### src/common/dcachePkg.sv
`default_nettype none

package dcachePkg;

  ////////////////////////////////////////
  // Cache geometry
  ////////////////////////////////////////

  localparam int AddrBits    = 32;
  localparam int DataBits    = 32;
  // Byte within a word, word within a line
  localparam int ByteOffBits = 2;
  localparam int WordOffBits = 2;
  localparam int IndexBits   = 4;
  localparam int TagBits     = AddrBits - IndexBits - WordOffBits - ByteOffBits;
  localparam int LineBytes   = 2 ** (WordOffBits + ByteOffBits);
  localparam int LineBits    = LineBytes * 8;
  localparam int NumLines    = 2 ** IndexBits;

  // Store buffer depth, kept a power of two so pointers wrap on their own
  localparam int StbDepth    = 4;
  localparam int StbPtrBits  = $clog2(StbDepth);

  ////////////////////////////////////////
  // Types
  ////////////////////////////////////////

  // Ordered by size so that sizes compare directly
  typedef enum logic [1:0] {
    SizeByte = 2'd0,
    SizeHalf = 2'd1,
    SizeWord = 2'd2
  } accessSize_t;

  // One address, seen raw or split into cache fields
  typedef union packed {
    logic [AddrBits-1:0] raw;
    struct packed {
      logic [TagBits-1:0]     tag;
      logic [IndexBits-1:0]   index;
      logic [WordOffBits-1:0] wordOff;
      logic [ByteOffBits-1:0] byteOff;
    } f;
  } addrWord_u;

  // Buffered store, data already moved to its byte lane
  typedef struct packed {
    addrWord_u           addr;
    logic [DataBits-1:0] data;
    logic [3:0]          byteEn;
    accessSize_t         size;
  } stbEntry_t;

  // Write-through request to memory
  typedef struct packed {
    logic [AddrBits-1:0] addr;
    logic [DataBits-1:0] data;
    logic [3:0]          byteEn;
  } memStReq_t;

  // Line request, addressed by line only
  typedef struct packed {
    logic [TagBits-1:0]   tag;
    logic [IndexBits-1:0] index;
  } memLdReq_t;

  // Line returned by memory
  typedef struct packed {
    logic [TagBits-1:0]   tag;
    logic [IndexBits-1:0] index;
    logic [LineBits-1:0]  data;
  } memFill_t;

  // Registered fill going into the arrays
  typedef struct packed {
    logic [TagBits-1:0]   tag;
    logic [IndexBits-1:0] index;
    logic [LineBits-1:0]  data;
  } lineWrite_t;

endpackage

`default_nettype wire

### src/hw/cacheArrays.sv
`default_nettype none

module cacheArrays (
  input  wire logic                   clk,
  input  wire logic                   reset,

  // Load lookup
  input  wire logic                   ldEn_i,
  input  wire dcachePkg::addrWord_u   ldAddr_i,
  input  wire dcachePkg::accessSize_t ldSize_i,
  input  wire logic                   fwdHit_i,
  input  wire logic [31:0]            fwdWord_i,
  input  wire dcachePkg::accessSize_t fwdSize_i,

  // Store retirement
  input  wire dcachePkg::stbEntry_t   head_i,
  input  wire logic                   headRetire_i,

  // Line fill
  input  wire dcachePkg::lineWrite_t  fill_i,
  input  wire logic                   fillValid_i,

  output      logic [31:0]            ldWord_o,
  output      logic                   ldHit_o,
  output      logic                   stHit_o,
  output      logic                   stMiss_o
);

  logic [dcachePkg::LineBits-1:0] dataArray [dcachePkg::NumLines];
  logic [dcachePkg::TagBits-1:0]  tagArray  [dcachePkg::NumLines];
  logic [dcachePkg::NumLines-1:0] validArray;

  logic [dcachePkg::LineBits-1:0] ldLine;
  logic                           ldResident;
  logic [dcachePkg::IndexBits-1:0] stIndex;
  logic                           stResident;
  logic [dcachePkg::LineBits-1:0] mergeLine;
  logic                           fillSameLine;

  ////////////////////////////////////////
  // Load lookup
  ////////////////////////////////////////

  assign ldLine     = dataArray[ldAddr_i.f.index];
  assign ldResident = validArray[ldAddr_i.f.index] &
                      (tagArray[ldAddr_i.f.index] == ldAddr_i.f.tag);

  // Buffered store is newer than the line, so it wins outright
  assign ldWord_o = fwdHit_i ? fwdWord_i
                  : ldLine[ldAddr_i.f.wordOff*dcachePkg::DataBits +: dcachePkg::DataBits];

  // Wider load than the buffered store would mix old bytes, so it misses
  assign ldHit_o = fwdHit_i ? (ldEn_i & (ldSize_i <= fwdSize_i)) : (ldEn_i & ldResident);

  ////////////////////////////////////////
  // Store update
  ////////////////////////////////////////

  assign stIndex    = head_i.addr.f.index;
  assign stResident = validArray[stIndex] & (tagArray[stIndex] == head_i.addr.f.tag);
  assign stHit_o    = headRetire_i & stResident;
  // No allocate on a store miss
  assign stMiss_o   = headRetire_i & ~stResident;

  // Enabled bytes of the head overlay the resident line
  always_comb
  begin
    mergeLine = dataArray[stIndex];
    for (int j = 0; j < dcachePkg::DataBits / 8; j++)
    begin
      if (head_i.byteEn[j])
      begin
        mergeLine[(head_i.addr.f.wordOff*4 + j)*8 +: 8] = head_i.data[j*8 +: 8];
      end
    end
  end

  // Line being replaced needs no store update
  assign fillSameLine = fillValid_i & (fill_i.index == stIndex);

  always_ff @(posedge clk)
  begin
    if (fillValid_i)
    begin
      dataArray[fill_i.index] <= fill_i.data;
      tagArray[fill_i.index]  <= fill_i.tag;
    end
    if (stHit_o && !fillSameLine)
    begin
      dataArray[stIndex] <= mergeLine;
    end
  end

  // Valid bits, set by fills only
  always_ff @(posedge clk or posedge reset)
  begin
    if (reset)
    begin
      validArray <= '0;
    end
    else if (fillValid_i)
    begin
      validArray[fill_i.index] <= 1'b1;
    end
  end

endmodule

`default_nettype wire

### config.mk
export PLATFORM = sky130hd
export DESIGN_NAME = cacheArrays
export DESIGN_NICKNAME = d
export VERILOG_FILES = /design/src/common/dcachePkg.sv /design/src/hw/cacheArrays.sv
export SDC_FILE = /design/constraint.sdc
export NUM_CORES = 2
export LEC_CHECK = 0
export BUFFER_PORTS_ARGS = -buffer_cell sky130_fd_sc_hd__buf_2
export CAP_MARGIN = 20
export CORE_UTILIZATION = 64
export CTS_CLUSTER_SIZE = 14
export DETAILED_ROUTE_END_ITERATION = 6
export MAX_ROUTING_LAYER = met4
export PLACE_DENSITY = 0.88
export SLEW_MARGIN = 20
export SYNTH_ARGS = -nofsm -noshare
export SYNTH_HDL_FRONTEND = slang
export SYNTH_SLANG_ARGS = --single-unit
### constraint.sdc
create_clock -name clk -period 7.15 [get_ports clk]
set_input_delay 0.3575 -clock clk [delete_from_list [all_inputs] [get_ports clk]]
set_output_delay 0.3575 -clock clk [all_outputs]
set_load 0.01 [all_outputs]
==> impl_metrics.json <==
{
  "hold_class": "input pin to flop",
  "cts-resized-gates": 0,
  "tritoncts": "done",
  "clockBufferDepth": 4,
  "drt_iter0_drc": 15500,
  "ys_warn_count": 0,
  "finalCritPeriodShare_pct": 74.1,
  "grt_usage_pct": 42.4,
  "antenna_found_initial": 90,
  "syn_area_um2": 140000,
  "r2r_slack_ns": 1.85,
  "syn_avg_cell_area_um2": 18.5,
  "power_switching_share_pct": 24.2,
  "rr_startpoint": "tagArray[11][2]",
  "via_count": 87900,
  "wl_per_cell_um": 41.6,
  "gp_congestion": 0.925,
  "die_h_um": 469,
  "grt_pass1_wl_um": 638000,
  "clk_pin_slew_ns": 0.06,
  "final_cell_count_no_fill": 10800,
  "synth_top_area_share_pct": 52.3,
  "ys_dominant_reg_cell": "edfxtp_1",
  "peakVddDrop_mv": 0.206,
  "skew_ns": 0.0611,
  "synthArstFlopShare_pct": 0.654,
  "ff_latch_area_um2": 73400,
  "cp-start-kind": "flop",
  "dieArea_um2": 220000,
  "finalPower_mw": 34.0,
  "synth-xor-area-share_pct": 0.351,
  "drc": 14,
  "dpl_cell_area_um2": 144000,
  "end_kind": "flop",
  "clkSinkCount": 2448,
  "synth_top_family_by_area": "multiplexers",
  "cts_root_buf": "clkbuf_16",
  "dpl.cell_count": 10100,
  "drive_above_1_share_pct": 52.9,
  "cp_cell_sequence": "mux4_2, a22o_1, a221oi_1, xor2_1, o21ai_0, or4b_1, buf_4, nor3_4, buf_12, mux2_2",
  "syn_inst": 7561,
  "slew_headroom_pct": 16.8,
  "use_met1_pct": 52.1,
  "cts_max_level": 5,
  "worst_hold_slack_ns": 0.0404,
  "p_switching_mw": 8.23,
  "synthAdderAreaFrac_pct": 0.0628,
  "io_pins": 335,
  "postRouteAntennaNets": 0,
  "p_seq_share_pct": 47.8,
  "met2_usage_pct": 60.8,
  "clk_latency_ns": 0.97,
  "area_growth_pct": 10.5,
  "synth-simple-area-share_pct": 0.910,
  "maxCapViolations": 0,
  "grt.overflow.total": 0,
  "cp.required_ns": 7.81,
  "yosys.area.top_type": "edfxtp_1",
  "r2r_cells": 10,
  "hold_viol": 0,
  "p_clk_share_pct": 40.0,
  "dp_slack_ns": 1.32,
  "io_buffers": 328,
  "via_per_inst": 8.11,
  "slew_viol_final": 0,
  "grt_util_met3_pct": 13.3,
  "critPathKind": "flop to flop",
  "synth-edff-count": 2432,
  "final_nets": 8022,
  "wl_um": 451000,
  "fmax_ghz": 0.189,
  "ys_ff_latch": 2448,
  "intPower_mw": 25.8,
  "min_delay_worst_endpoint": "validArray[8]",
  "final_cell_mix": "2432 x edfxtp_1, 1707 x mux2_2, 1477 x mux4_2",
  "cts_buffers": 278,
  "synth-compound-area-share_pct": 1.48,
  "synth_nets": 7868,
  "design_area_um2": 154000,
  "min_from": "fillValid_i",
  "start_util_pct": 64.3,
  "die_w_um": 469,
  "synth-seq-area-share_pct": 52.6,
  "rr_endpoint": "dataArray[4][109]",
  "core-area_um2": 217000,
  "violations": "design-rule violations",
  "critPathBufInv": 2,
  "rsz0062_at_grt": "false",
  "cp_slowest_cell": "or4b_1",
  "holdPathStages": 4,
  "crit_arrival_ns": 5.96,
  "power_density_nw_per_um2": 220,
  "period_needed_ns": 5.30,
  "status": "complete, but fails checks",
  "p_comb_share_pct": 12.3,
  "synth.area.mux_share_pct": 41.6,
  "max_slew.worst_pin.slew_ns": 1.25,
  "multi_input_area_um2": 62200,
  "n_fill_cell": 12400,
  "top_usage_layer": "met2",
  "synth_area_leaders": "edfxtp_1 52%, mux4_2 24%, mux2_2 14%",
  "leakage_nw": 49.3,
  "layout_setup_ws_ns": 1.85,
  "dr.pass1.iters": 7,
  "grt_max_degree": 134,
  "ys_types": 59,
  "grt_pass1_vias": 89100,
  "cpPeakStageDelay_ns": 0.97,
  "final_common_cell": "edfxtp_1",
  "cp_max_fo": 70,
  "crit_family": "simple AND/OR/NAND/NOR gates",
  "finalSetupTns_ns": 0,
  "dp_hpwl_um": 255000,
  "fin_util_pct": 71.1,
  "rows": 171,
  "setup_viol": 0
}
==> kinds of logic after synthesis <==
| group | Yosys count |
|---|---|
| muxes | 3689 |
| DFF | 2448 |
| buffers and inverters | 873 |
| AOI/OAI and AO/OA | 256 |
| and+or+nand+nor | 232 |
| xor gates and xnor gates | 56 |
| adders and majority gates | 7 |
==> synth_stat cells, drive strengths merged, types with 3 or more instances <==
cell type and n:
a2111oi 4, o211ai 4, o221ai 7, and2 5, nand2 44, mux2 2081
a22o 136, clkbuf 447, a22oi 37, or2 28, nor2b 15, mux4 1477
nand3 34, nand4 13, mux2i 131, and3 6, or3 5, a31oi 6
xor2 30, nand2b 13, dfrtp 16, o41ai 6, inv 16, nor2 25
nor3 30, edfxtp 2432, a21o 7, buf 410, a211oi 4, ha 7
a21oi 16, o22ai 3, nor4 6, or4 3, xnor2 26, o21ai 11
==> worst register-to-register path: cells and delay by family, from the launching register on <==
kind / cells / cell delay (ns)
AO/OA/AOI/OAI: 3 / 0.97
XOR/XNOR: 1 / 0.18
multiplexers: 2 / 1.27
AND/OR/NAND/NOR: 2 / 1.38
flip-flops: 1 / 0.40
buffers and inverters: 2 / 0.81
==> flip-flops by register name (all words and copies together), names as in the netlist <==
name,cells
tagArray,384
validArray,16
dataArray,2048
==> area by class of cell <==
class                           instances  area share, %
Inverter                               16         0.0389
Multi-Input combinational cell       4240           40.4
Antenna cell                           92          0.149
Clock inverter                        115          0.587
Sequential cell                      2448           47.6
Tap cell                             2854           2.31
Clock buffer                          344           4.78
Timing Repair Buffer                  731           4.17
==> worst max path at each step <==
| stage | to | depth (start not counted) | from | slack, ns |
|---|---|---|---|---|
| finish | dataArray[4][109] | 10 | tagArray[11][2] | 1.85 |
| global route | dataArray[8][109] | 11 | tagArray[3][2] | 1.88 |
| CTS | dataArray[8][14] | 11 | tagArray[3][2] | 2.04 |
| detailed placement | dataArray[8][54] | 13 | head_i[45] | 1.32 |
| global placement | dataArray[8][110] | 12 | head_i[42] | 1.38 |
| floorplan | dataArray[8][0] | 15 | head_i[45] | 1.49 |
==> timing repair <==
item,4_1_cts,5_1_grt
hold buffers,158,0
buffers inserted,0,0
hold endpoints to repair,2445,0
==> power by group through the flow <==
stage / logic, mW / registers, mW / clock network [mW]
after floorplan: 2.71 / 16.5 / 0
after global placement: 3.76 / 16.5 / 0
after detailed placement: 3.89 / 16.5 / 0
after CTS: 4.05 / 16.2 / 13.5
after global routing: 4.30 / 16.3 / 14.1
final: 4.17 / 16.2 / 13.6
==> metal layers <==
metal | up-vias | part of all wire, %
li1 | 32500 | -
met1 | 44600 | 31
met2 | 8806 | 45
met3 | 1992 | 16
met4 | 0 | 7.9
met5 | - | 0
No activity file was read; power rests on OpenSTA's default activity.
