## src/common/dcachePkg.sv

```systemverilog
`default_nettype none

package dcachePkg;

  ////////////////////////////////////////
  // Cache geometry
  ////////////////////////////////////////

  localparam int AddrBits    = 32;
  localparam int DataBits    = 32;
  // Byte within a word, word within a line
  localparam int ByteOffBits = 2;
  localparam int WordOffBits = 2;
  localparam int IndexBits   = 4;
  localparam int TagBits     = AddrBits - IndexBits - WordOffBits - ByteOffBits;
  localparam int LineBytes   = 2 ** (WordOffBits + ByteOffBits);
  localparam int LineBits    = LineBytes * 8;
  localparam int NumLines    = 2 ** IndexBits;

  // Store buffer depth, kept a power of two so pointers wrap on their own
  localparam int StbDepth    = 4;
  localparam int StbPtrBits  = $clog2(StbDepth);

  ////////////////////////////////////////
  // Types
  ////////////////////////////////////////

  // Ordered by size so that sizes compare directly
  typedef enum logic [1:0] {
    SizeByte = 2'd0,
    SizeHalf = 2'd1,
    SizeWord = 2'd2
  } accessSize_t;

  // One address, seen raw or split into cache fields
  typedef union packed {
    logic [AddrBits-1:0] raw;
    struct packed {
      logic [TagBits-1:0]     tag;
      logic [IndexBits-1:0]   index;
      logic [WordOffBits-1:0] wordOff;
      logic [ByteOffBits-1:0] byteOff;
    } f;
  } addrWord_u;

  // Buffered store, data already moved to its byte lane
  typedef struct packed {
    addrWord_u           addr;
    logic [DataBits-1:0] data;
    logic [3:0]          byteEn;
    accessSize_t         size;
  } stbEntry_t;

  // Write-through request to memory
  typedef struct packed {
    logic [AddrBits-1:0] addr;
    logic [DataBits-1:0] data;
    logic [3:0]          byteEn;
  } memStReq_t;

  // Line request, addressed by line only
  typedef struct packed {
    logic [TagBits-1:0]   tag;
    logic [IndexBits-1:0] index;
  } memLdReq_t;

  // Line returned by memory
  typedef struct packed {
    logic [TagBits-1:0]   tag;
    logic [IndexBits-1:0] index;
    logic [LineBits-1:0]  data;
  } memFill_t;

  // Registered fill going into the arrays
  typedef struct packed {
    logic [TagBits-1:0]   tag;
    logic [IndexBits-1:0] index;
    logic [LineBits-1:0]  data;
  } lineWrite_t;

endpackage

`default_nettype wire

```

## src/storeBuffer/storeBuffer.sv

```systemverilog
`default_nettype none

module storeBuffer (
  input  wire logic                   clk,
  input  wire logic                   reset,

  // New store, already aligned
  input  wire logic                   stEn_i,
  input  wire dcachePkg::addrWord_u   stAddr_i,
  input  wire dcachePkg::accessSize_t stSize_i,
  input  wire logic [31:0]            stWord_i,
  input  wire logic [3:0]             stByteEn_i,

  // Memory side
  input  wire logic                   stComplete_i,
  input  wire logic                   memStStall_i,
  output      dcachePkg::memStReq_t   memStReq_o,
  output      logic                   memStValid_o,
  output      logic                   stallStCommit_o,

  // Load forwarding
  input  wire dcachePkg::addrWord_u   ldAddr_i,
  output      logic                   fwdHit_o,
  output      logic [31:0]            fwdWord_o,
  output      dcachePkg::accessSize_t fwdSize_o,

  // Oldest store, handed to the arrays on retirement
  output      dcachePkg::stbEntry_t   head_o,
  output      logic                   headRetire_o
);

  dcachePkg::stbEntry_t                entries [dcachePkg::StbDepth];
  logic [dcachePkg::StbDepth-1:0]      entryValid;
  logic [dcachePkg::StbPtrBits-1:0]    head;
  logic [dcachePkg::StbPtrBits-1:0]    tail;
  logic                                full;
  logic                                accept;
  logic [dcachePkg::StbPtrBits-1:0]    youngest;

  // Pointers meet with the slot still taken
  assign full            = (tail == head) & entryValid[head];
  assign accept          = stEn_i & ~full;
  assign stallStCommit_o = full | memStStall_i;

  assign head_o       = entries[head];
  assign headRetire_o = stComplete_i & entryValid[head];

  ////////////////////////////////////////
  // Enqueue and retire
  ////////////////////////////////////////

  always_ff @(posedge clk or posedge reset)
  begin
    if (reset)
    begin
      head       <= '0;
      tail       <= '0;
      entryValid <= '0;
    end
    else
    begin
      if (accept)
      begin
        entryValid[tail] <= 1'b1;
        tail             <= tail + 1'b1;
      end
      // Completions come back in order, so the head is always the one done
      if (headRetire_o)
      begin
        entryValid[head] <= 1'b0;
        head             <= head + 1'b1;
      end
    end
  end

  // Entry payload
  always_ff @(posedge clk)
  begin
    if (accept)
    begin
      entries[tail].addr   <= stAddr_i;
      entries[tail].data   <= stWord_i;
      entries[tail].byteEn <= stByteEn_i;
      entries[tail].size   <= stSize_i;
    end
  end

  ////////////////////////////////////////
  // Write-through request
  ////////////////////////////////////////

  always_ff @(posedge clk or posedge reset)
  begin
    if (reset)
    begin
      memStValid_o <= 1'b0;
    end
    else
    begin
      memStValid_o <= accept;
    end
  end

  // Request payload follows the accepted store
  always_ff @(posedge clk)
  begin
    if (accept)
    begin
      memStReq_o.addr   <= stAddr_i.raw;
      memStReq_o.data   <= stWord_i;
      memStReq_o.byteEn <= stByteEn_i;
    end
  end

  ////////////////////////////////////////
  // Forwarding search
  ////////////////////////////////////////

  // Walk from head toward tail, last match seen is the youngest
  always_comb
  begin
    logic [dcachePkg::StbPtrBits-1:0] idx;
    idx      = head;
    fwdHit_o = 1'b0;
    youngest = head;
    for (int i = 0; i < dcachePkg::StbDepth; i++)
    begin
      if (entryValid[idx] && (entries[idx].addr.raw == ldAddr_i.raw))
      begin
        fwdHit_o = 1'b1;
        youngest = idx;
      end
      idx = idx + 1'b1;
    end
  end

  assign fwdWord_o = entries[youngest].data;
  assign fwdSize_o = entries[youngest].size;

endmodule

`default_nettype wire

```

## config.mk

```make
export PLATFORM = sky130hd
export DESIGN_NAME = storeBuffer
export DESIGN_NICKNAME = d
export VERILOG_FILES = /design/src/common/dcachePkg.sv /design/src/storeBuffer/storeBuffer.sv
export SDC_FILE = /design/constraint.sdc
export NUM_CORES = 1
export LEC_CHECK = 0
export BUFFER_PORTS_ARGS = -buffer_cell sky130_fd_sc_hd__buf_2
export CAP_MARGIN = 20
export CORE_MARGIN = 10
export CORE_UTILIZATION = 27
export DETAILED_ROUTE_END_ITERATION = 16
export HOLD_SLACK_MARGIN = 0.02
export PLACE_DENSITY = 0.58
export SYNTH_ARGS = -nofsm -noshare
export SYNTH_HDL_FRONTEND = slang
export SYNTH_SLANG_ARGS = --single-unit
```

## constraint.sdc

```tcl
create_clock -name clk -period 5.9 [get_ports clk]
set_input_delay 0.59 -clock clk [delete_from_list [all_inputs] [get_ports clk]]
set_output_delay 0.59 -clock clk [all_outputs]
set_load 0.01 [all_outputs]
```

==> results.tsv, run 1 <==
stage	metric	value	unit
outcome	status	finished clean	
sta	setup_ws	0.234	ns
clock_network	clk_latency	0.57	ns
placed_design	pre_cts_slack	0.572	ns
synth	yosysWarnings	0	
drt	viasPerCell	4.94	
sta	tightestPinTransition	0.879	ns
clock_network	cts_tree	built	
layout	post-route-util	33.1	%
critical_path	critPathMaxFanout	34	
critical_path	cp-endpoint	fwdWord_o[26]	
sta	setup_violations	0	
drt	routed_wl	52900	um
synth	synth-main-ff-cell	edfxtp_1	
synth	yosysSeqAreaShare	59.6	%
power_and_ir_drop	max-vdd-ir-drop	0.346	mV
power_and_ir_drop	powerDensity	598	nW/um^2
drt	drtIter0Drc	851	
drt	num_vias	10693	
critical_path	cp.required	5.31	ns
floorplan	die_x	278	um
synth	ys_top_cells_by_area	edfxtp_1, mux4_2, mux2i_1	
critical_path	reg2reg_slack	1.87	ns
global_routing	grt_usage	13.4	%
floorplan	io_pins	283	
global_routing	grt_pass1_vias	11460	
floorplan	die-area	77100	um^2
power_and_ir_drop	total_leakage_power	0.00762	uW
clock_network	root_buffer	clkbuf_16	
placed_design	place_hpwl	37600	um
sta	skew	0.0207	ns
sta	period_share	96.0	%
synth	synth_most_common_cell	edfxtp_1	
synth	synth_edf_count	348	
critical_path	startpoint_type	flip-flop	
drt	first_pass_iters	5	
synth	synth_cells	981	
synth	yosys-top-cells-count	edfxtp_1, mux4_2, mux2i_1	
drt	wl_per_cell	24.4	um
drt	drc	0	
layout	area_growth_syn_to_layout	21.5	%
floorplan	rows	94	
clock_network	clock_sinks	357	
global_routing	grt_pass1_wl	78100	um
global_routing	overflow	0	
critical_path	reg2reg_from	head[1]	
critical_path	reg2reg_to	entries[1][64]	
synth	syn-num-nets	1096	
synth	synth_top_area_share	58.3	%
synth	ys_types	53	
synth	synth_seq_cells	357	
synth	synth_top_area_cell	edfxtp_1	
clock_network	numCtsBuffers	42	
floorplan	die_height	278	um
floorplan	core	65700	um^2
placed_design	gp_congestion	0.816	
critical_path	end_kind	output pin	
critical_path	cp.arrival	5.08	ns
floorplan	start_util	27.3	%
sta	drv_slew	0	
sta	period_needed	5.67	ns
clock_network	clockBufferDepth	3	
run	cap_violations	0	
critical_path	crit_start	head[0]	
layout	drive_above_1_share	41.7	%
global_routing	grt_max_degree	63	
sta	max-slew-margin-rel	41.4	%
layout	final_nets	1383	
synth	synthesis.area	17900	um^2
global_routing	antenna_found_initial	9	
drt	drt.antenna.violating_nets	0	
clock_network	cts_max_level	2	
synth	avgSynthCellArea	18.3	um^2
sta	fmax	0.176	GHz
critical_path	reg2reg_depth	6	
placed_design	port_buffers	282	
critical_path	worstSetupPathType	flip-flop to output pin	
min_path	hp-class	input pin to flip-flop	
clock_network	cts.clk_slew.worst_paths	0.06	ns
sta	hold_viol	0	
synth	ys_async_sr_fraction	2.52	%
-- final cells by class --
class                           instances  area [um^2]
Inverter                               10         37.5
Antenna cell                            3         7.51
Clock inverter                         24          241
Fill cell                            6353        44000
Timing Repair Buffer                  314         1780
Clock buffer                           51         1080
Multi-Input combinational cell        543         6850
Tap cell                              864         1080
Sequential cell                       357        10700
-- critical path, cell delays in order, from the launching register on --
cell and delay [ns]:
dfrtp_4 0.47, inv_2 0.06, ha_4 0.46, buf_12 0.24, buf_4 0.19, mux4_2 0.32
xnor2_1 0.49, nand4_1 0.15, nor4_1 0.29, nand3_1 0.21, mux2i_1 0.18, o22ai_1 0.13
a211oi_4 0.23, buf_4 0.19, buf_12 0.25, mux2i_1 0.30, mux2i_1 0.13, buf_2 0.16
-- metrics by stage --
| step | hold WS [ns] | setup TNS (ns) | total power, uW | std cells | instance area, um^2 |
|---|---|---|---|---|---|
| finish | 0.233 | 0 | 13000 | 2166 | 21800 |
| global route | 0.213 | -0.00379 | 13800 | 2163 | 21800 |
| CTS | 0.190 | 0 | 13200 | 2161 | 21700 |
| detailed placement | 0.582 | 0 | 10600 | 2084 | 20400 |
| global placement | 0.588 | 0 | 10500 | 2084 | 20400 |
| floorplan | 0.418 | 0 | 8380 | 981 | 17900 |
-- worst min-delay path by stage --
stage                                to  slack (ns)          start  depth (start not counted)
after floorplan           entryValid[0]        0.42          reset                          1
after global placement    entryValid[1]        0.59  entryValid[1]                          1
after detailed placement  entryValid[1]        0.58  entryValid[1]                          1
after CTS                 entries[0][0]        0.19    stSize_i[0]                          1
after global routing      entries[1][1]        0.21    stSize_i[1]                          1
final                     entries[0][0]        0.23    stSize_i[0]                          1
-- flip-flops by register name, indices dropped and copies added (netlist names) --
name and flops:
entries 280, memStReq_o 68, entryValid 4, head 2, tail 2, memStValid_o 1
-- repair_timing --
| item | in CTS | in global routing |
|---|---|---|
| hold endpoints to repair | 9 | 0 |
| setup buffers | 1 | 2 |
| pin swaps | 1 | 2 |
| hold buffers | 1 | 0 |
| setup endpoints to repair | 24 | 34 |
| gates resized for setup | 1 | 2 |
-- layout by cell type, fill, tap and decap left out, drive strengths merged, types with 4 or more instances in the layout --
| cell | n |
|---|---|
| xor2 | 30 |
| nor2 | 5 |
| dfrtp | 9 |
| inv | 13 |
| nor4 | 9 |
| nand3 | 8 |
| clkbuf | 51 |
| a2bb2oi | 4 |
| mux2i | 138 |
| and3 | 4 |
| o21ai | 6 |
| xnor2 | 97 |
| nand4 | 23 |
| edfxtp | 348 |
| mux4 | 149 |
| mux2 | 5 |
| ha | 8 |
| bufinv | 4 |
| a221oi | 4 |
| buf | 313 |
| clkinv | 14 |
| nor2b | 4 |
| nand2 | 10 |
-- per-layer routing --
| metal | share of wire [%] | global-route usage, % | up-vias | routed length [um] |
|---|---|---|---|---|
| met1 | 41 | 16.6 | 5555 | 21600 |
| met2 | 48 | 21.9 | 426 | 25300 |
| met3 | 9.3 | 4.48 | 79 | 4910 |
| met4 | 2.2 | 3.78 | 8 | 1150 |
| met5 | 0.083 | 0 | - | 44 |
| li1 | - | - | 4625 | - |
-- report_power, final --
part	leakage [uW]	internal, uW	switching [uW]
sequential	0.00333	3510	289
clock	0.000640	1490	1050
combinational	0.00365	3040	3650
-- cell families (layout without fill, tap and decap cells) --
| kind of cell | after synthesis | count (layout) | share of synthesized area [%] |
|---|---|---|---|
| xor+xnor | 127 | 127 | 6.25 |
| other cells | 0 | 3 | 0 |
| flops | 357 | 357 | 59.6 |
| mux | 292 | 292 | 26.8 |
| simple gates | 74 | 74 | 2.32 |
| fa+ha+maj | 8 | 8 | 0.559 |
| buf+inv | 81 | 399 | 2.60 |
| compound gates | 42 | 42 | 1.95 |
Power figures use the tool's default switching activity.
==> run 2: changes to the inputs <==
--- a/config.mk
+++ b/config.mk
@@ -8,10 +8,11 @@
 export BUFFER_PORTS_ARGS = -buffer_cell sky130_fd_sc_hd__buf_2
 export CAP_MARGIN = 20
 export CORE_MARGIN = 10
-export CORE_UTILIZATION = 27
+export CORE_UTILIZATION = 52
 export DETAILED_ROUTE_END_ITERATION = 16
 export HOLD_SLACK_MARGIN = 0.02
-export PLACE_DENSITY = 0.58
+export PLACE_DENSITY = 0.89
+export RECOVER_POWER = 50
 export SYNTH_ARGS = -nofsm -noshare
 export SYNTH_HDL_FRONTEND = slang
 export SYNTH_SLANG_ARGS = --single-unit
==> run 2 against run 1 <==
Compared with the run above:
- first-iteration DRC count rose by 30%
- count of clock-buffer cells in the layout is 3 higher
- clock skew shrank 0.0080 ns
- largest power group unchanged
- worst setup slack worse by 0.014 ns
- clock power is 7% lower
- largest cell class unchanged
- register-to-register slack got worse by 0.12 ns
- worst hold slack better by 0.11 ns
==> results.tsv, run 2 (synthesis results as in run 1) <==
stage	metric	value	unit
outcome	status	finished clean	
clock_network	clock_sinks	357	
drt	drc	0	
layout	final_cells	1748	
floorplan	die_x	206	um
drt	first_pass_iters	6	
power_and_ir_drop	total_leakage_power	0.00721	uW
critical_path	path_cells	inv_2 > ha_4 > buf_4 > mux4_2 > xnor2_1 > nand4_1 > a2111oi_2 > nand4_1 > mux2i_1 > o22ai_1 > a211oi_4 > buf_12 > buf_4 > mux2i_1 > mux2i_1 > buf_2	
global_routing	grt_pass1_vias	11482	
clock_network	cts.clk_slew.worst_paths	0.05	ns
sta	period_needed	5.68	ns
global_routing	grt_usage	22.3	%
layout	drive_above_1_share	30.7	%
floorplan	core	33800	um^2
layout	fill_cells	2432	
clock_network	cts_tree	built	
critical_path	end_kind	output pin	
sta	drv_slew	0	
sta	fmax	0.176	GHz
placed_design	gp_congestion	0.947	
floorplan	start_util	53.0	%
critical_path	reg2reg_to	entries[3][1]	
critical_path	critPathMaxFanout	16	
layout	largest_reg_flops	280	
critical_path	cp.arrival	5.09	ns
sta	hold_viol	0	
power_and_ir_drop	powerDensity	610	nW/um^2
drt	drtIter0Drc	1107	
critical_path	reg2reg_slack	1.75	ns
min_path	hp-start	stSize_i[0]	
floorplan	die_height	206	um
placed_design	dpl.cell_count	1666	
drt	routed_wl	48500	um
critical_path	cp.required	5.31	ns
global_routing	overflow	0	
drt	viasPerCell	6.30	
run	cap_violations	0	
floorplan	die-area	42300	um^2
clock_network	clockBufferDepth	3	
min_path	worstHoldPathCells	1	
placed_design	port_buffers	282	
sta	setup_violations	0	
min_path	hp-class	input pin to flip-flop	
power_and_ir_drop	max-vdd-ir-drop	0.341	mV
drt	drt.antenna.violating_nets	0	
layout	area_growth_syn_to_layout	17.1	%
drt	num_vias	11012	
layout	final_cell_mix	edfxtp_1, clkbuf_1, mux4_2, buf_2, mux2i_1	
clock_network	cts_max_level	2	
sta	tightestPinTransition	1.10	ns
drt	wl_per_cell	27.8	um
sta	skew	0.0126	ns
critical_path	cp_common_cell	mux2i_1	
floorplan	rows	67	
placed_design	place_hpwl	32900	um
critical_path	startpoint_type	flip-flop	
min_path	hold_end	entries[0][0]	
layout	largest_register	entries	
global_routing	grt_max_degree	133	
sta	max-slew-margin-rel	26.4	%
sta	period_share	96.3	%
layout	final_nets	1386	
critical_path	slowest_stage	mux4_2	
critical_path	path_delay_family	multiplexers	
clock_network	clk_latency	0.53	ns
layout	largestRegisters	entries: 280 flops, memStReq_o: 68 flops, entryValid: 4 flops	
floorplan	io_pins	283	
critical_path	reg2reg_depth	6	
critical_path	reg2reg_from	head[1]	
global_routing	grt_pass1_wl	71300	um
global_routing	antenna_found_initial	3	
critical_path	slowest_delay	0.52	ns
clock_network	numCtsBuffers	39	
critical_path	worstSetupPathType	flip-flop to output pin	
clock_network	root_buffer	clkbuf_16	
layout	final_common_cell	edfxtp_1	
power_and_ir_drop	power.total	12800	uW
critical_path	path_buf_inv	5	
## run 2: cell type report
type | count | area, um^2 | share of cell area (%)
inverters | 10 | 37.5 | 0.179
diodes | 1 | 2.50 | 0.0119
flip-flops and latches | 357 | 10700 | 50.9
multi-input cells | 543 | 6820 | 32.5
clock buffers | 54 | 1070 | 5.12
clock inverters | 15 | 155 | 0.739
well taps | 448 | 561 | 2.67
repair buffers | 320 | 1650 | 7.86
## run 2: metal layers
metal  part of all wire, %  up-vias  GRT usage [%]
met4                   3.0        4           7.32
met3                    12      100           7.01
met2                    49      684           36.7
met5                 0.054        -              0
li1                      -     4615              -
met1                    36     5609           27.5
## run 2: power breakdown
group	switching (uW)	internal, uW
clock network	954	1410
logic	3570	3020
registers	329	3520
## run 2: timing repair
action,4_1_cts,5_1_grt
buffers inserted,2,8
hold buffers,1,0
endpoints found under the hold margin,4,0
resized for setup,0,3
gates cloned,0,1
pin swaps,1,2
endpoints found under the setup margin,30,34
## run 2: how the worst max path moves through the flow
stage,startpoint,endpoint,slack (ns),depth (start not counted)
after detailed placement,head[1],fwdWord_o[16],0.38,15
final,head[0],fwdWord_o[16],0.22,16
after global routing,head[0],fwdWord_o[17],-0.13,16
after floorplan,head[1],fwdWord_o[12],0.31,21
after global placement,head[1],fwdWord_o[19],0.59,15
after CTS,head[1],fwdWord_o[29],0.03,14
## run 2: stage by stage
step	instance area (um^2)	TNS [ns]	utilization (%)	hold slack (ns)	setup slack, ns
2_1_floorplan	17900	0	-	0.418	0.309
3_3_place_gp	19800	0	58.5	0.575	0.586
3_5_place_dp	19800	0	58.5	0.581	0.382
4_1_cts	21000	0	62.2	0.264	0.0268
5_1_grt	21000	-1.55	62.1	0.342	-0.129
6_report	21000	0	62.1	0.345	0.220
