**src/common/dcachePkg.sv**
```systemverilog
`default_nettype none

package dcachePkg;

  ////////////////////////////////////////
  // Cache geometry
  ////////////////////////////////////////

  localparam int AddrBits    = 32;
  localparam int DataBits    = 32;
  // Byte within a word, word within a line
  localparam int ByteOffBits = 2;
  localparam int WordOffBits = 2;
  localparam int IndexBits   = 4;
  localparam int TagBits     = AddrBits - IndexBits - WordOffBits - ByteOffBits;
  localparam int LineBytes   = 2 ** (WordOffBits + ByteOffBits);
  localparam int LineBits    = LineBytes * 8;
  localparam int NumLines    = 2 ** IndexBits;

  // Store buffer depth, kept a power of two so pointers wrap on their own
  localparam int StbDepth    = 4;
  localparam int StbPtrBits  = $clog2(StbDepth);

  ////////////////////////////////////////
  // Types
  ////////////////////////////////////////

  // Ordered by size so that sizes compare directly
  typedef enum logic [1:0] {
    SizeByte = 2'd0,
    SizeHalf = 2'd1,
    SizeWord = 2'd2
  } accessSize_t;

  // One address, seen raw or split into cache fields
  typedef union packed {
    logic [AddrBits-1:0] raw;
    struct packed {
      logic [TagBits-1:0]     tag;
      logic [IndexBits-1:0]   index;
      logic [WordOffBits-1:0] wordOff;
      logic [ByteOffBits-1:0] byteOff;
    } f;
  } addrWord_u;

  // Buffered store, data already moved to its byte lane
  typedef struct packed {
    addrWord_u           addr;
    logic [DataBits-1:0] data;
    logic [3:0]          byteEn;
    accessSize_t         size;
  } stbEntry_t;

  // Write-through request to memory
  typedef struct packed {
    logic [AddrBits-1:0] addr;
    logic [DataBits-1:0] data;
    logic [3:0]          byteEn;
  } memStReq_t;

  // Line request, addressed by line only
  typedef struct packed {
    logic [TagBits-1:0]   tag;
    logic [IndexBits-1:0] index;
  } memLdReq_t;

  // Line returned by memory
  typedef struct packed {
    logic [TagBits-1:0]   tag;
    logic [IndexBits-1:0] index;
    logic [LineBits-1:0]  data;
  } memFill_t;

  // Registered fill going into the arrays
  typedef struct packed {
    logic [TagBits-1:0]   tag;
    logic [IndexBits-1:0] index;
    logic [LineBits-1:0]  data;
  } lineWrite_t;

endpackage

`default_nettype wire

```
**src/hw/accessAlign.sv**
```systemverilog
`default_nettype none

module accessAlign (
  // Store side
  input  wire dcachePkg::addrWord_u   stAddr_i,
  input  wire dcachePkg::accessSize_t stSize_i,
  input  wire logic [31:0]            stData_i,
  output      logic [31:0]            stWord_o,
  output      logic [3:0]             stByteEn_o,
  // Load side
  input  wire dcachePkg::addrWord_u   ldAddr_i,
  input  wire dcachePkg::accessSize_t ldSize_i,
  input  wire logic [31:0]            rawWord_i,
  output      logic [31:0]            ldData_o
);

  // Store alignment
  // Low byte or half moves up to the lane the address selects
  always_comb
  begin
    case (stSize_i)
      dcachePkg::SizeByte:
      begin
        stWord_o   = (stData_i & 32'h0000_00ff) << {stAddr_i.f.byteOff, 3'b000};
        stByteEn_o = 4'b0001 << stAddr_i.f.byteOff;
      end
      dcachePkg::SizeHalf:
      begin
        // Half-words only sit in lane 0 or lane 2
        stWord_o   = (stData_i & 32'h0000_ffff) << {stAddr_i.f.byteOff[1], 4'b0000};
        stByteEn_o = 4'b0011 << {stAddr_i.f.byteOff[1], 1'b0};
      end
      default:
      begin
        stWord_o   = stData_i;
        stByteEn_o = 4'b1111;
      end
    endcase
  end

  // Load extraction
  // Addressed lane comes down to bit 0, upper bits zero-filled
  always_comb
  begin
    case (ldSize_i)
      dcachePkg::SizeByte:
        ldData_o = (rawWord_i >> {ldAddr_i.f.byteOff, 3'b000}) & 32'h0000_00ff;
      dcachePkg::SizeHalf:
        ldData_o = (rawWord_i >> {ldAddr_i.f.byteOff[1], 4'b0000}) & 32'h0000_ffff;
      default:
        ldData_o = rawWord_i;
    endcase
  end

endmodule

`default_nettype wire

```
**config.mk**
```make
export PLATFORM = sky130hd
export DESIGN_NAME = accessAlign
export DESIGN_NICKNAME = d
export VERILOG_FILES = /design/src/common/dcachePkg.sv /design/src/hw/accessAlign.sv
export SDC_FILE = /design/constraint.sdc
export NUM_CORES = 1
export LEC_CHECK = 0
export BUFFER_PORTS_ARGS = -buffer_cell sky130_fd_sc_hd__buf_2
export CAP_MARGIN = 20
export CORE_AREA = 2 2 78 80
export DETAILED_ROUTE_END_ITERATION = 10
export DIE_AREA = 0 0 80 82
export PLACE_DENSITY = 0.59
export SLEW_MARGIN = 25
export SYNTH_ARGS = -nofsm -noshare
export SYNTH_HDL_FRONTEND = slang
export SYNTH_SLANG_ARGS = --single-unit
```
**constraint.sdc**
```tcl
create_clock -name vclk -period 1
set_input_delay 0.1 -clock vclk [all_inputs]
set_output_delay 0.1 -clock vclk [all_outputs]
set_load 0.005 [all_outputs]
```
==> flow_summary.yaml, run 1 <==
synthesis:
  synth_seq_area_share_pct: 0
  average_size_of_a_mapped_cell_um2: 6.31
  synth.cell_area_um2: 958
  yosys_warnings: 0
  syn-instance-count: 152
  post-synth-top-area-cell: "sky130_fd_sc_hd__and2_1"
  post_synth_top_cells: "sky130_fd_sc_hd__nand2_1, sky130_fd_sc_hd__and2_1, sky130_fd_sc_hd__o21ai_0, sky130_fd_sc_hd__a22o_1"
  yosys.cell_count.top_type: "sky130_fd_sc_hd__nand2_1"
  number_of_different_library_cells_in_the_post_synthesis_netlist: 27
  synth.area.top_cells: "sky130_fd_sc_hd__and2_1, sky130_fd_sc_hd__nand2_1, sky130_fd_sc_hd__o21ai_0"
  synth.top_cell.area_share_pct: 15.7
  synthesis.nets: 284
floorplanning:
  die_h_um: 82
  number_of_rows_in_the_core_area: 28
  io_pins: 200
  die_area_um2: 6560
  floorplan.initialDensity_pct: 16.7
  core_region_area_um2: 5750
  floorplan.die.width_um: 80
timing:
  fin_worst_hold_slack_ps: 462
  post-route-period-util_pct: 115
  drv_slew: 0
  tightestPinTransition_ps: 224
  totalNegativeSetupSlack_ps: -2550
  rsz0062_at_grt: "yes"
  finalCriticalPeriod_ps: 1150
  postLayoutSetupSlackWorst_ps: -147
  finalSetupViolations: 34
  finalHoldViolations: 0
  slew_headroom_pct: 84.7
  achievable-frequency_ghz: 0.872
final_layout:
  clock_buffers: 0
  seq_cells: 0
  seq_area_um2: 0
  syn_to_final_growth_pct: 125
  drive_above_1_share_pct: 67.3
  antennaDiodeCount: 0
  num-nets-final: 437
  fin_util_pct: 37.6
placed_design:
  hpwlAfterDp_um: 4230
  gp_routability_congestion: 0.788
  pre_cts_ws_ps: -288
  port-buffer-count: 140
routing:
  final_routed_wirelength_um: 5340
  avgRoutedWirePerCell_um: 14.1
  ant_nets: 0
  viasPerCell: 4.75
  drc_errors: 0
  dr.first_iter.drc_count: 33
  detailedRoute.firstPassIterationCount: 4
  route.vias.total: 1795
power:
  total_internal_power_mw: 0.535
  power_leakage_nw: 1.19
  power.clock.fraction_pct: 0
  pwr-share-seq_pct: 0
  power.combinational.fraction_pct: 100.0
  power.net_switching_mw: 0.438
  p_per_area_nw_per_um2: 450
  sw_frac_of_total_pct: 45.0
  irDropWorstVdd_uv: 204
hold_path:
  worst_hold_path.num_cells: 4
  hold_path_end: "stWord_o[28]"
  worst_hold_startpoint: "stData_i[28]"
  holdCritPathClass: "input pin to output pin"
grt:
  track_usage_pct: 14.6
  antenna_found_initial: 0
  vias_in_the_first_global_route: 1661
  grt_first_pass_wirelength_um: 7730
  grt_remaining_overflow: 0
  grt_start_max_net_pins: 26
outcome:
  status: "finished with violations"
  failed_checks: "setup timing"
worst_setup_path:
  worstPathMaxFanout: 8
  cpMaxStageDelayCell: "sky130_fd_sc_hd__a221o_2"
  crit_path_cell_trace: "buf_8 -> nor2b_4 -> nor3_2 -> buf_4 -> a221o_2 -> buf_2"
  crit_path_end_kind: "output pin"
  cp_slowest_stage_delay_ps: 390
  path_class: "input pin to output pin"
  cp.arrival_ps: 1050
  required_ps: 900
  cp-start-kind: "input pin"
run:
  timing.max_cap.violations: 0
clocking:
  total_of_hold_buffers_inserted_after_clock_tree_synthesis: 0
==> timing repair <==
| item | 4_1_cts | 5_1_grt |
|---|---|---|
| gates resized for setup | 69 | 21 |
| gates cloned | 2 | 0 |
| setup buffers | 1 | 0 |
| pin swaps | 33 | 11 |
| endpoints found under the setup margin | 49 | 47 |
==> cells in the final DEF (no fill, tap or decap), drive strengths merged <==
| cell type | synthesis | layout |
|---|---|---|
| buf | 9 | 161 |
| nand2 | 30 | 30 |
| and2 | 24 | 24 |
| o21ai | 22 | 22 |
| a22o | 11 | 11 |
| a22oi | 8 | 8 |
| nor2 | 8 | 8 |
| mux2i | 7 | 7 |
| a221o | 7 | 7 |
| o21bai | 5 | 6 |
| nor2b | 4 | 4 |
| inv | 4 | 4 |
| nand2b | 2 | 2 |
| nor3 | 2 | 2 |
| a21o | 1 | 1 |
| or3b | 1 | 1 |
| a211oi | 1 | 1 |
| a221oi | 1 | 1 |
| and4bb | 1 | 1 |
| and3b | 1 | 1 |
| and2b | 1 | 1 |
==> worst max-delay path: cells and delay by family <==
| family | cells | cell delay, ps |
|---|---|---|
| AO/OA/AOI/OAI | 1 | 390 |
| buffers and inverters | 3 | 380 |
| AND/OR/NAND/NOR | 2 | 160 |
==> power by group through the flow <==
stage / Sequential [mW] / Clock, mW / Combinational (mW)
after floorplan: 0 / 0 / 0.339
after global placement: 0 / 0 / 0.803
after detailed placement: 0 / 0 / 0.806
after CTS: 0 / 0 / 0.944
after global routing: 0 / 0 / 1.05
final: 0 / 0 / 0.972
==> per-stage QoR <==
step	instance area, um2	instances	power [mW]
global placement	1840	375	0.803
finish	2160	378	0.972
floorplan	958	152	0.339
CTS	2120	378	0.944
global route	2160	378	1.05
detailed placement	1840	375	0.806
==> cells by family after synthesis <==
group / synth area share (%)
compound gates: 44.1
buf+inv: 7.31
mux: 7.31
simple gates: 41.3
==> how the worst max path moves through the flow <==
stage,start,end,depth (start not counted)
CTS,ldSize_i[0],ldData_o[0],6
finish,ldSize_i[0],ldData_o[0],6
global placement,ldSize_i[1],ldData_o[4],5
detailed placement,ldAddr_i[1],ldData_o[11],6
global route,ldSize_i[0],ldData_o[0],6
floorplan,ldSize_i[1],ldData_o[0],3
==> layer usage <==
metal	vias up	track usage, %	wire (um)
met5	-	0	0
met4	0	2.20	85
met3	6	1.54	518
met2	129	31.5	2790
met1	803	15.0	1950
li1	857	-	-
==> area by class of cell <==
class / count / area [um2]
Multi-Input combinational cell: 138 / 1050
Fill cell: 590 / 3580
Timing Repair Buffer: 161 / 997
Tap cell: 75 / 93.8
Inverter: 4 / 15.0
Power figures use the tool's default switching activity.
==> run 2: changes to the inputs <==
Settings changed: CELL_PAD_IN_SITES_DETAIL_PLACEMENT set to 1, CELL_PAD_IN_SITES_GLOBAL_PLACEMENT set to 2, CORE_AREA 2 2 78 80 to unset, CORE_MARGIN set to 2, CORE_UTILIZATION set to 10, DIE_AREA 0 0 80 82 to unset, PLACE_DENSITY 0.59 to 0.92.
==> run 2 against run 1 <==
- non-clock buffer count rose by 3
- largest cell class unchanged
- sequential share of layout area is the same
- global-route usage shrank 4.4 points
- worst setup slack better by 3.6 ps
- sequential cell count unchanged
- final area rose by 5.2%
- the flow still finishes with violations (setup timing)
- via count shrank 0.11%
==> flow_summary.yaml, run 2 (same netlist as run 1, synthesis figures left out) <==
outcome:
  status: "finished with violations"
  failed_checks: "setup timing"
placed_design:
  hpwlAfterDp_um: 4790
  pre_cts_ws_ps: -426
  gp_routability_congestion: 0.803
  port-buffer-count: 140
run:
  timing.max_cap.violations: 0
timing:
  drv_slew: 0
  slew_headroom_pct: 77.0
  rsz0062_at_grt: "yes"
  totalNegativeSetupSlack_ps: -2910
  postLayoutSetupSlackWorst_ps: -143
  post-route-period-util_pct: 114
  finalHoldViolations: 0
  achievable-frequency_ghz: 0.875
  finalSetupViolations: 42
  tightestPinTransition_ps: 345
  finalCriticalPeriod_ps: 1140
floorplanning:
  core_region_area_um2: 9280
  floorplan.initialDensity_pct: 10.3
  die_h_um: 102
  floorplan.die.width_um: 102
  number_of_rows_in_the_core_area: 35
  io_pins: 200
  die_area_um2: 10400
final_layout:
  antennaDiodeCount: 0
  syn_to_final_growth_pct: 137
  fillers: 1193
  num-nets-final: 440
  final_cell_mix: "sky130_fd_sc_hd__buf_2, sky130_fd_sc_hd__nand2_1, sky130_fd_sc_hd__buf_6"
  clock_buffers: 0
  seq_cells: 0
  final_common_cell: "sky130_fd_sc_hd__buf_2"
  drive_above_1_share_pct: 67.3
  seq_area_um2: 0
grt:
  track_usage_pct: 10.2
  grt_remaining_overflow: 0
  grt_start_max_net_pins: 19
  antenna_found_initial: 0
  global_route.usage.met3_pct: 1.64
  groute.layer.met2.usage_pct: 21.6
  global_route.peak_usage_layer: "met2"
  grt_first_pass_wirelength_um: 8810
  vias_in_the_first_global_route: 1796
  grt_util_met1_pct: 11.0
worst_setup_path:
  required_ps: 900
  worstPathMaxFanout: 8
  crit_path_end_kind: "output pin"
  cpMaxStageDelayCell: "sky130_fd_sc_hd__or3b_4"
  cp.arrival_ps: 1040
  cp_slowest_stage_delay_ps: 440
  crit_path_cell_trace: "buf_8 -> or3b_4 -> a211oi_2 -> a221oi_1 -> buf_2"
  cp-start-kind: "input pin"
  path_class: "input pin to output pin"
clocking:
  total_of_hold_buffers_inserted_after_clock_tree_synthesis: 0
power:
  power.net_switching_mw: 0.446
  pwr-share-seq_pct: 0
  power.clock.fraction_pct: 0
  power_leakage_nw: 1.21
  sw_frac_of_total_pct: 44.8
  p_per_area_nw_per_um2: 438
  total_internal_power_mw: 0.549
  irDropWorstVdd_uv: 167
  power.combinational.fraction_pct: 100.0
routing:
  avgRoutedWirePerCell_um: 13.6
  route.vias.total: 1793
  final_routed_wirelength_um: 5910
  viasPerCell: 4.12
  drc_errors: 0
  detailedRoute.firstPassIterationCount: 4
  ant_nets: 0
  dr.first_iter.drc_count: 11
hold_path:
  holdCritPathClass: "input pin to output pin"
==> run 2: path summary, 6_finish.rpt <==
check,start,cells after the start,endpoint,slack [ps]
setup / recovery,ldSize_i[1],5,ldData_o[4],-140
hold / removal,stData_i[24],4,stWord_o[24],470
==> run 2: power by group through the flow <==
stage          combinational, mW  clock [mW]  sequential, mW
6_report                   0.995           0               0
3_3_place_gp               0.787           0               0
2_1_floorplan              0.339           0               0
3_5_place_dp               0.805           0               0
5_1_grt                     1.09           0               0
4_1_cts                    0.940           0               0
==> run 2: repair_timing <==
item | 4_1_cts | 5_1_grt
endpoints found under the setup margin | 48 | 62
pin swaps | 34 | 14
hold endpoints to repair | 0 | 0
gates cloned | 1 | 0
setup buffers | 6 | 5
resized for setup | 73 | 20
==> run 2: per-layer routing <==
layer / vias up / wire length (um)
li1: 862 / -
met1: 831 / 2150
met2: 100 / 3180
met3: 0 / 581
met4: 0 / 0
met5: - / 0
==> run 2: final cells by class <==
type	count	area (um2)	share of cell area, %
inverter	4	17.5	0.771
multi-input combinational	138	1060	46.6
tap	129	161	7.10
timing repair buffer	164	1040	45.6
==> run 2: worst max-delay path: cells and delay by family <==
family / cells / cell delay, ps
AOI/OAI and AO/OA: 2 / 250
buffers and inverters: 2 / 250
and+or+nand+nor: 1 / 440
==> run 2: through the flow <==
step	util (%)	power, mW	std cells	cell area, um2	hold slack, ps
floorplan	-	0.339	152	958	265
global placement	20.3	0.787	426	1890	457
detailed placement	20.3	0.805	426	1890	459
CTS	23.3	0.940	432	2160	464
global route	24.5	1.09	435	2270	493
finish	24.5	0.995	435	2270	467
==> run 3: changes to the inputs <==
Settings changed: SETUP_SLACK_MARGIN set to 0.3.
==> run 3 against run 2 <==
- the run still ends with setup timing left
- via count grew 8.2%
- critical path depth did not move
- worst hold slack improved by 5.4 ps
- sequential share of layout area unchanged
- worst setup slack got worse by 130 ps
- core utilization rose by 4.5 points
- sequential cell count unchanged
- critical path type unchanged
- critical endpoint unchanged
- largest cell class is now non-clock buffers
- largest power group unchanged
- highest routed layer is now met4
==> flow_summary.yaml, run 3 (same netlist as run 1, synthesis figures left out) <==
final_layout:
  seq_area_um2: 0
  antennaDiodeCount: 0
  drive_above_1_share_pct: 75.8
  num-nets-final: 448
  syn_to_final_growth_pct: 181
  seq_cells: 0
  multi_input_comb_area_um2: 1120
  clock_buffers: 0
  fillers: 1134
  final_common_cell: "sky130_fd_sc_hd__buf_2"
  final_cell_mix: "sky130_fd_sc_hd__buf_2, sky130_fd_sc_hd__buf_6, sky130_fd_sc_hd__nand2_1"
  fin_util_pct: 29.0
timing:
  slew_headroom_pct: 80.1
  drv_slew: 0
  post-route-period-util_pct: 127
  tightestPinTransition_ps: 291
  totalNegativeSetupSlack_ps: -3350
  rsz0062_at_grt: "yes"
  postLayoutSetupSlackWorst_ps: -274
  achievable-frequency_ghz: 0.785
  finalHoldViolations: 0
  finalSetupViolations: 41
  finalCriticalPeriod_ps: 1270
grt:
  grt_start_max_net_pins: 14
  antenna_found_initial: 0
  vias_in_the_first_global_route: 2064
  track_usage_pct: 11.4
  grt_first_pass_wirelength_um: 9580
  grt_remaining_overflow: 0
worst_setup_path:
  cp-start-kind: "input pin"
  crit_path_end_kind: "output pin"
  crit_path_cell_trace: "buf_8 -> or3b_4 -> a211oi_2 -> a221oi_1 -> buf_2"
  cp_slowest_stage_delay_ps: 460
  cp.arrival_ps: 1170
  cpMaxStageDelayCell: "sky130_fd_sc_hd__or3b_4"
  path_class: "input pin to output pin"
  worst_path_dominant_cell_family: "simple AND/OR/NAND/NOR gates"
  worstPathMaxFanout: 8
  critical_path.n_buffers_inverters: 2
  required_ps: 900
floorplanning:
  core_region_area_um2: 9280
  io_pins: 200
  die_h_um: 102
  number_of_rows_in_the_core_area: 35
  die_area_um2: 10400
  floorplan.initialDensity_pct: 10.3
  floorplan.die.width_um: 102
outcome:
  failed_checks: "setup timing"
  status: "finished with violations"
placed_design:
  port-buffer-count: 140
  hpwlAfterDp_um: 4730
  gp_routability_congestion: 0.826
routing:
  dr.first_iter.drc_count: 16
  avgRoutedWirePerCell_um: 17.3
  ant_nets: 0
  viasPerCell: 4.38
  detailedRoute.firstPassIterationCount: 4
  final_routed_wirelength_um: 7640
  route.vias.total: 1940
  drc_errors: 0
power:
  power_leakage_nw: 1.37
  p_per_area_nw_per_um2: 470
  irDropWorstVdd_uv: 171
run:
  timing.max_cap.violations: 0
hold_path:
  holdCritPathClass: "input pin to output pin"
## run 3: changes by cell type in the layout (fill, tap and decap cells not counted), sizes merged
cell    before  now
buf        164  169
bufbuf       0    1
clkbuf       0    2
## run 3: final cells by class
| cell class | instances | area share, % |
|---|---|---|
| well taps | 129 | 6.00 |
| repair buffers | 172 | 51.4 |
| multi-input cells | 138 | 41.7 |
| inverters | 4 | 0.837 |
## run 3: tightest hold or removal path, cell delays in order
cell and delay, ps:
sky130_fd_sc_hd__buf_2 70, sky130_fd_sc_hd__nand2_1 50, sky130_fd_sc_hd__nand2_1 50, sky130_fd_sc_hd__buf_2 100
## run 3: what timing repair did
item	4_1_cts	5_1_grt
gates cloned	4	2
buffers inserted	7	5
hold buffers	0	0
pin swaps	37	18
endpoints found under the setup margin	68	68
gates resized for setup	60	52
## run 3: through the flow
step | std cells | power [mW] | worst slack, ps | hold slack, ps | cell area [um2]
floorplan | 152 | 0.397 | 86.4 | 265 | 1100
global placement | 425 | 0.860 | -253 | 463 | 2030
detailed placement | 425 | 0.879 | -270 | 472 | 2030
CTS | 436 | 1.06 | -179 | 473 | 2380
global route | 443 | 1.35 | -302 | 494 | 2690
finish | 443 | 1.27 | -274 | 472 | 2690
## run 3: path summary, 6_finish.rpt
kind / startpoint / end / slack [ps] / depth (start not counted)
worst max-delay path: ldSize_i[0] / ldData_o[4] / -270 / 5
worst min-delay path: stData_i[26] / stWord_o[26] / 470 / 4
## run 3: routing by layer
layer  up-vias  GRT usage (%)  share of wire [%]
met4         0           1.64                3.5
met2       163           26.2                 53
met1       881           9.66                 31
met5         -              0                  0
li1        879              -                  -
met3        17           2.26                 12
## run 3: power breakdown
part	internal, mW	leakage [nW]	switching, mW	total (mW)
clock network	0	0	0	0
registers	0	0	0	0
logic	0.725	1.37	0.541	1.27
